### config.mk
export PLATFORM = sky130hd
export DESIGN_NAME = gat_coef_top
export DESIGN_NICKNAME = d
export VERILOG_FILES = /design/src/logic/gat_pkg.sv /design/src/logic/coef_dot_if.sv /design/src/logic/attn_weight_regs.sv /design/src/logic/coef_dot_pipe.sv /design/src/logic/coef_combine.sv /design/src/logic/coef_fifo.sv /design/src/logic/gat_coef_top.sv
export SDC_FILE = /design/constraint.sdc
export NUM_CORES = 2
export LEC_CHECK = 0
export BUFFER_PORTS_ARGS = -buffer_cell sky130_fd_sc_hd__buf_4
export CAP_MARGIN = 0
export CORE_MARGIN = 2
export CORE_UTILIZATION = 58
export DETAILED_ROUTE_END_ITERATION = 10
export GPL_ROUTABILITY_DRIVEN = 1
export PLACE_DENSITY = 0.78
export SLEW_MARGIN = 20
export SYNTH_ARGS = -nofsm -noshare
export SYNTH_HDL_FRONTEND = slang
export SYNTH_HIERARCHICAL = 1
export SYNTH_SLANG_ARGS = --single-unit
### constraint.sdc
create_clock -name clk -period 4.26 [get_ports clk]
set_input_delay 0.852 -clock clk [delete_from_list [all_inputs] [get_ports clk]]
set_output_delay 0.852 -clock clk [all_outputs]
set_load 0.01 [all_outputs]
### src/logic/gat_pkg.sv
package gat_pkg;

  // ===================================================================
  // number formats
  // ===================================================================

  // attention weights and coefficients share one byte format
  localparam int DATA_WIDTH = 8;

  // one transformed feature of the WH word
  localparam int WH_DATA_WIDTH = 12;

  // ===================================================================
  // element types
  // ===================================================================

  // one signed attention weight
  typedef logic signed [DATA_WIDTH-1:0] a_elem_t;

  // one signed WH feature
  typedef logic signed [WH_DATA_WIDTH-1:0] wh_elem_t;

  // coefficient after shift, truncation and ReLU
  typedef logic [DATA_WIDTH-1:0] coef_t;

  // ===================================================================
  // helpers
  // ===================================================================

  // full-precision dot product width for num_feature terms
  // a product needs DATA_WIDTH + WH_DATA_WIDTH bits,
  // each tree level adds one more bit
  function automatic int prod_width(input int num_feature);
    return DATA_WIDTH + WH_DATA_WIDTH + $clog2(num_feature);
  endfunction

endpackage

### src/logic/coef_dot_if.sv
`timescale 1ns/1ps

interface coef_dot_if #(
  parameter int NUM_FEATURE_OUT = 8
);
  import gat_pkg::*;

  localparam int PW = prod_width(NUM_FEATURE_OUT);

  // result of one WH word, valid for a single cycle
  logic                 dot_vld;
  logic                 src_flag;
  logic signed [PW-1:0] src_dot;
  logic signed [PW-1:0] nbr_dot;

  // dot-product pipeline side
  modport pipe_mp (
    output dot_vld, src_flag, src_dot, nbr_dot
  );

  // coefficient combiner side
  modport comb_mp (
    input dot_vld, src_flag, src_dot, nbr_dot
  );

endinterface

### src/logic/attn_weight_regs.sv
`timescale 1ns/1ps

module attn_weight_regs #(
  parameter int NUM_FEATURE_OUT = 8
) (
  input  logic                                          clk,
  input  logic                                          rst_n,
  input  logic                                          a_load_i,
  input  gat_pkg::a_elem_t [2*NUM_FEATURE_OUT-1:0]      a_i,
  output gat_pkg::a_elem_t [NUM_FEATURE_OUT-1:0]        a_src_o,
  output gat_pkg::a_elem_t [NUM_FEATURE_OUT-1:0]        a_nbr_o
);
  import gat_pkg::*;

  // held halves of the attention vector
  a_elem_t [NUM_FEATURE_OUT-1:0] src_q;
  a_elem_t [NUM_FEATURE_OUT-1:0] nbr_q;

  // ===================================================================
  // weight capture
  // ===================================================================

  // lower half weights the source node, upper half the neighbour
  always_ff @(posedge clk or negedge rst_n) begin
    if (!rst_n) begin
      src_q <= '0;
      nbr_q <= '0;
    end else if (a_load_i) begin
      for (int k = 0; k < NUM_FEATURE_OUT; k++) begin
        src_q[k] <= a_i[k];
        nbr_q[k] <= a_i[NUM_FEATURE_OUT+k];
      end
    end
  end

  // stable until the next load strobe
  assign a_src_o = src_q;
  assign a_nbr_o = nbr_q;

endmodule

### src/logic/coef_dot_pipe.sv
`timescale 1ns/1ps

module coef_dot_pipe #(
  parameter int NUM_FEATURE_OUT = 8
) (
  input  logic                                              clk,
  input  logic                                              rst_n,
  input  logic                                              wh_vld_i,
  input  logic [NUM_FEATURE_OUT*gat_pkg::WH_DATA_WIDTH:0]   wh_data_i,
  input  gat_pkg::a_elem_t [NUM_FEATURE_OUT-1:0]            a_src_i,
  input  gat_pkg::a_elem_t [NUM_FEATURE_OUT-1:0]            a_nbr_i,
  coef_dot_if.pipe_mp                                       dot
);
  import gat_pkg::*;

  localparam int PW         = prod_width(NUM_FEATURE_OUT);
  localparam int NUM_STAGES = $clog2(NUM_FEATURE_OUT) + 1;
  localparam int WH_W       = NUM_FEATURE_OUT * WH_DATA_WIDTH + 1;

  // tree nodes stored heap style
  // node 0 is the root, leaves start at NUM_FEATURE_OUT-1
  localparam int NUM_NODES = 2 * NUM_FEATURE_OUT - 1;
  localparam int LEAF_BASE = NUM_FEATURE_OUT - 1;

  // input capture
  logic                               vld_q;
  logic [WH_W-1:0]                    wh_q;
  wh_elem_t [NUM_FEATURE_OUT-1:0]     wh_feat;

  // control travelling beside the data
  logic [NUM_STAGES-1:0]              vld_sr;
  logic [NUM_STAGES-1:0]              flag_sr;

  logic signed [PW-1:0]               src_node [NUM_NODES];
  logic signed [PW-1:0]               nbr_node [NUM_NODES];

  // ===================================================================
  // input register
  // ===================================================================

  always_ff @(posedge clk or negedge rst_n) begin
    if (!rst_n) begin
      vld_q <= 1'b0;
    end else begin
      vld_q <= wh_vld_i;
    end
  end

  always_ff @(posedge clk) begin
    if (wh_vld_i) begin
      wh_q <= wh_data_i;
    end
  end

  // features above the flag bit, feature 0 lowest
  assign wh_feat = wh_q[WH_W-1:1];

  // ===================================================================
  // multiplier stage and adder trees
  // ===================================================================

  for (genvar k = 0; k < NUM_FEATURE_OUT; k++) begin : g_leaf
    always_ff @(posedge clk) begin
      src_node[LEAF_BASE+k] <= PW'($signed(a_src_i[k])) * PW'($signed(wh_feat[k]));
      nbr_node[LEAF_BASE+k] <= PW'($signed(a_nbr_i[k])) * PW'($signed(wh_feat[k]));
    end
  end

  // one register per tree level, children at 2n+1 and 2n+2
  for (genvar n = 0; n < LEAF_BASE; n++) begin : g_node
    always_ff @(posedge clk) begin
      src_node[n] <= src_node[2*n+1] + src_node[2*n+2];
      nbr_node[n] <= nbr_node[2*n+1] + nbr_node[2*n+2];
    end
  end

  // ===================================================================
  // valid and source flag delay
  // ===================================================================

  always_ff @(posedge clk or negedge rst_n) begin
    if (!rst_n) begin
      vld_sr  <= '0;
      flag_sr <= '0;
    end else begin
      vld_sr  <= {vld_sr[NUM_STAGES-2:0], vld_q};
      flag_sr <= {flag_sr[NUM_STAGES-2:0], wh_q[0]};
    end
  end

  // root is ready NUM_STAGES edges after capture
  assign dot.dot_vld  = vld_sr[NUM_STAGES-1];
  assign dot.src_flag = flag_sr[NUM_STAGES-1];
  assign dot.src_dot  = src_node[0];
  assign dot.nbr_dot  = nbr_node[0];

endmodule

### src/logic/coef_combine.sv
`timescale 1ns/1ps

module coef_combine #(
  parameter int NUM_FEATURE_OUT = 8,
  parameter int COEF_SHIFT      = 10
) (
  input  logic          clk,
  input  logic          rst_n,
  coef_dot_if.comb_mp   dot,
  output logic          push_o,
  output gat_pkg::coef_t push_data_o
);
  import gat_pkg::*;

  localparam int PW = prod_width(NUM_FEATURE_OUT);

  logic                 new_src;
  logic signed [PW-1:0] src_hold_q;
  logic signed [PW-1:0] src_term;
  logic signed [PW:0]   sum_w;
  logic signed [PW:0]   shifted_w;
  coef_t                coef_byte;

  // ===================================================================
  // source term hold
  // ===================================================================

  assign new_src = dot.dot_vld && dot.src_flag;

  always_ff @(posedge clk or negedge rst_n) begin
    if (!rst_n) begin
      src_hold_q <= '0;
    end else if (new_src) begin
      src_hold_q <= dot.src_dot;
    end
  end

  // flagged word already uses its own source sum
  assign src_term = new_src ? dot.src_dot : src_hold_q;

  // ===================================================================
  // coefficient rule
  // ===================================================================

  // one guard bit so the add cannot wrap
  assign sum_w     = (PW+1)'(src_term) + (PW+1)'(dot.nbr_dot);
  assign shifted_w = sum_w >>> COEF_SHIFT;
  assign coef_byte = shifted_w[DATA_WIDTH-1:0];

  // relu on the truncated byte
  assign push_data_o = coef_byte[DATA_WIDTH-1] ? '0 : coef_byte;

  // one push per dot result, the FIFO handles full
  assign push_o = dot.dot_vld;

endmodule

### src/logic/coef_fifo.sv
`timescale 1ns/1ps

module coef_fifo #(
  parameter int COEF_FIFO_DEPTH = 8
) (
  input  logic           clk,
  input  logic           rst_n,
  input  logic           push_i,
  input  gat_pkg::coef_t push_data_i,
  input  logic           pop_i,
  output gat_pkg::coef_t head_o,
  output logic           empty_o,
  output logic           ovf_o
);
  import gat_pkg::*;

  localparam int AW = (COEF_FIFO_DEPTH > 1) ? $clog2(COEF_FIFO_DEPTH) : 1;
  localparam int CW = $clog2(COEF_FIFO_DEPTH + 1);

  coef_t           mem [COEF_FIFO_DEPTH];
  logic [AW-1:0]   wr_ptr;
  logic [AW-1:0]   rd_ptr;
  logic [CW-1:0]   count;
  logic            full;
  logic            do_push;
  logic            do_pop;

  assign empty_o = (count == '0);
  assign full    = (count == CW'(COEF_FIFO_DEPTH));

  // a pop frees the slot for a push in the same cycle
  assign do_pop  = pop_i && !empty_o;
  assign do_push = push_i && (!full || do_pop);

  // ===================================================================
  // storage
  // ===================================================================

  always_ff @(posedge clk) begin
    if (do_push) begin
      mem[wr_ptr] <= push_data_i;
    end
  end

  // fall-through head
  assign head_o = mem[rd_ptr];

  // ===================================================================
  // pointers, count and overflow
  // ===================================================================

  always_ff @(posedge clk or negedge rst_n) begin
    if (!rst_n) begin
      wr_ptr <= '0;
      rd_ptr <= '0;
      count  <= '0;
      ovf_o  <= 1'b0;
    end else begin
      if (do_push) begin
        wr_ptr <= (wr_ptr == AW'(COEF_FIFO_DEPTH-1)) ? '0 : wr_ptr + 1'b1;
      end
      if (do_pop) begin
        rd_ptr <= (rd_ptr == AW'(COEF_FIFO_DEPTH-1)) ? '0 : rd_ptr + 1'b1;
      end
      case ({do_push, do_pop})
        2'b10:   count <= count + 1'b1;
        2'b01:   count <= count - 1'b1;
        default: count <= count;
      endcase
      // sticky until reset
      if (push_i && !do_push) begin
        ovf_o <= 1'b1;
      end
    end
  end

endmodule

### src/logic/gat_coef_top.sv
`timescale 1ns/1ps

module gat_coef_top #(
  parameter int NUM_FEATURE_OUT = 8,
  parameter int COEF_SHIFT      = 10,
  parameter int COEF_FIFO_DEPTH = 8
) (
  input  logic                                              clk,
  input  logic                                              rst_n,
  // attention weights
  input  logic                                              a_load_i,
  input  gat_pkg::a_elem_t [2*NUM_FEATURE_OUT-1:0]          a_i,
  // WH word stream
  input  logic                                              wh_vld_i,
  input  logic [NUM_FEATURE_OUT*gat_pkg::WH_DATA_WIDTH:0]   wh_data_i,
  // coefficient FIFO
  input  logic                                              coef_rd_i,
  output gat_pkg::coef_t                                    coef_o,
  output logic                                              coef_empty_o,
  output logic                                              coef_ovf_o
);
  import gat_pkg::*;

  a_elem_t [NUM_FEATURE_OUT-1:0] a_src;
  a_elem_t [NUM_FEATURE_OUT-1:0] a_nbr;
  logic                          push;
  coef_t                         push_data;

  // pipeline to combiner
  coef_dot_if #(.NUM_FEATURE_OUT(NUM_FEATURE_OUT)) i_dot ();

  attn_weight_regs #(
    .NUM_FEATURE_OUT (NUM_FEATURE_OUT)
  ) i_weights (
    .clk      (clk),
    .rst_n    (rst_n),
    .a_load_i (a_load_i),
    .a_i      (a_i),
    .a_src_o  (a_src),
    .a_nbr_o  (a_nbr)
  );

  coef_dot_pipe #(
    .NUM_FEATURE_OUT (NUM_FEATURE_OUT)
  ) i_pipe (
    .clk       (clk),
    .rst_n     (rst_n),
    .wh_vld_i  (wh_vld_i),
    .wh_data_i (wh_data_i),
    .a_src_i   (a_src),
    .a_nbr_i   (a_nbr),
    .dot       (i_dot.pipe_mp)
  );

  coef_combine #(
    .NUM_FEATURE_OUT (NUM_FEATURE_OUT),
    .COEF_SHIFT      (COEF_SHIFT)
  ) i_combine (
    .clk         (clk),
    .rst_n       (rst_n),
    .dot         (i_dot.comb_mp),
    .push_o      (push),
    .push_data_o (push_data)
  );

  coef_fifo #(
    .COEF_FIFO_DEPTH (COEF_FIFO_DEPTH)
  ) i_fifo (
    .clk         (clk),
    .rst_n       (rst_n),
    .push_i      (push),
    .push_data_i (push_data),
    .pop_i       (coef_rd_i),
    .head_o      (coef_o),
    .empty_o     (coef_empty_o),
    .ovf_o       (coef_ovf_o)
  );

endmodule

==> results by group <==
Floorplanning
  • Die X: 389 um
  • Initial Util: 0.583
  • Die Ht: 389 um
  • Core area: 147,000 sq um
  • Num rows: 141
  • Die area: 151,000 sq um
  • Io pins: between 200 and 250

GRT
  • Largest net degree at the start of global routing: 56
  • GRT Overall Usage: 0.278
  • GRT overflow: 0
  • Vias in the first global route: 67,300
  • Global-route wire length before repair: between 300 and 400 mm
  • Antenna violations before repair: 8

Timing
  • Fin crit period: 4.54 ns
  • Max Slew Vio Count: 0
  • RSZ-0062 raised after global routing: yes
  • Final setup margin: -0.277 ns
  • Relative slew slack: 0.350
  • Setup violation total in the final timing report: between 40 and 50
  • Worst Clk Skew: 0.0295 ns
  • FMAX: 220 MHz
  • Measured slew at the worst slew-check pin: around 1 ns
  • Fin crit share: 1.07
  • Final hold vios: 0
  • Final hold slack: slightly above 0.1 ns

Logic synthesis
  • Cell Area, Synth: 85,800 sq um
  • Post-Synthesis Cells: 8,626
  • Synth Net Count: 10,900
  • Syn avg cell area: 9.95 sq um
  • Yosys warnings: 6

Cells and area
  • Share of cells above drive strength 1: 0.233
  • Core Util, Final: 0.702
  • Final Net Count: 11,900
  • Area Overhead vs Synth: 20.6%
  • Fill cells: 9,956
  • Fin cells: 11,600

Clock tree
  • CTS tree: built
  • Clk root buf: clkbuf_16
  • Total CTS buffers: between 90 and 100
  • CTS H-Tree Depth: 3
  • Clk_lat worst skew: 0.73 ns
  • Clk slew on worst S/H paths: around 0.060 ns
  • CTS Buffer Depth: 3
  • Clk sink count: 867

Job
  • Max-cap violations: 0

Drt
  • # DRC: 0
  • Pre-Repair DR Iteration Count: 5
  • DRT iter0 DRCs: approximately 3,700
  • Vias: 62,300
  • Vias per cell: 5.38
  • DRT antenna net count: 0
  • Detailed Route WL: 214 mm
  • Avg WL per Cell: ~18 um

Placement
  • # port buffers: 239
  • Routability cong.: 0.913
  • Post-Place Cells: about 11,000
  • HPWL after DPL: approximately 160 mm

Run status
  • Run status: finished, violations left
  • Failing checks: negative setup slack

Hold path
  • Worst hold path type: in -> async

Critical path
  • Worst setup EP type: flip-flop
  • Worst EP required: 4.91 ns
  • Worst Setup Start Kind: flip-flop
  • Worst EP arrival: approximately 5.2 ns
  • CP max FO: 6
  • WS Path Type: reg -> reg
## critical path, cell delays in order (launching register included)
cell and delay [ns]:
edfxtp_1 0.38, buf_6 0.15, buf_12 0.12, buf_6 0.11, nand2_4 0.05, fa_1 0.44, fa_1 0.51, inv_2 0.04
fa_1 0.53, inv_1 0.05, fa_1 0.49, inv_2 0.05, ha_4 0.21, o21a_1 0.13, o21a_1 0.19, o41a_1 0.47
a221o_1 0.38, nand2_1 0.07, xnor2_1 0.10
## sequential cells by signal (all words and copies together), names as in the netlist
| register | cells |
|---|---|
| i_pipe/nbr_node | 270 |
| i_pipe/src_node | 270 |
| i_pipe/wh_q | 97 |
| i_fifo/mem | 64 |
| i_weights/a_nbr_o | 64 |
| i_weights/a_src_o | 64 |
| i_combine/src_hold_q | 18 |
| i_fifo/count | 4 |
| i_pipe/flag_sr | 4 |
| i_pipe/vld_sr | 4 |
| i_fifo/rd_ptr | 3 |
| i_fifo/wr_ptr | 3 |
| i_fifo/ovf_o | 1 |
| i_pipe/vld_q | 1 |
## routing by layer
| layer | part of all wire | track usage |
|---|---|---|
| met5 | 0.000065 | 0 |
| met3 | 0.050 | 0.0324 |
| met4 | 0.040 | 0.100 |
| met1 | 0.41 | 0.363 |
| met2 | 0.50 | 0.477 |
## path summary, 6_finish.rpt
| path | startpoint | cells after the start | slack [ns] | endpoint |
|---|---|---|---|---|
| max | i_pipe/wh_q[91]$_DFFE_PP_ | 18 | -0.28 | i_pipe/src_node[1][154]$_DFF_P_ |
| min | rst_n | 1 | 0.10 | i_weights/a_src_o[0]$_DFFE_PN0P_ |
| max reg2reg | i_pipe/wh_q[91]$_DFFE_PP_ | 18 | -0.28 | i_pipe/src_node[1][154]$_DFF_P_ |
| min reg2reg | i_pipe/flag_sr[1]$_DFF_PN0_ | 0 | 0.35 | i_pipe/flag_sr[2]$_DFF_PN0_ |
| max in group asynchronous | rst_n | 3 | 3.14 | i_weights/a_nbr_o[14]$_DFFE_PN0P_ |
| min in group clk | wh_data_i[30] | 1 | 0.29 | i_pipe/wh_q[30]$_DFFE_PP_ |
## final cells by class
type                       count  area, sq um  area share
antenna                        1         2.50   0.0000242
clock buffer                 122         2720      0.0263
clock inverter                58          681     0.00658
inverter                    1684         6320      0.0611
tap                         1930         2410      0.0233
timing repair buffer        1148         9550      0.0923
multi-input combinational   5778        61900       0.598
sequential                   867        19900       0.192
## cell usage in the layout (no fill, tap or decap), drive strengths merged, types with 128 or more instances in the layout
| cell type | n |
|---|---|
| xnor2 | 303 |
| o21ai | 174 |
| nand2 | 557 |
| nor2 | 367 |
| a21o | 161 |
| inv | 1697 |
| dfxtp | 540 |
| clkbuf | 128 |
| and2 | 957 |
| edfxtp | 161 |
| a21oi | 282 |
| ha | 834 |
| dfrtp | 166 |
| mux2 | 157 |
| buf | 1142 |
| fa | 1231 |
## per-stage QoR
stage	setup TNS, ns	area, sq um	setup WS, ns
2_1_floorplan	0	85900	0.00190
3_3_place_gp	-3.82	94200	-0.246
3_5_place_dp	-8.65	94200	-0.298
4_1_cts	-1.66	100000	-0.159
5_1_grt	-14.18	103000	-0.387
6_report	-5.19	103000	-0.277
## what timing repair did
action,in CTS,in global routing
buffers inserted,123,117
gates resized for setup,370,655
pin swaps,259,494
hold buffers,0,0
endpoints found under the setup margin,89,119
gates cloned,6,5
Power is not shown: default switching activity piles up to over one toggle a cycle in this logic, so the estimate is an artifact.
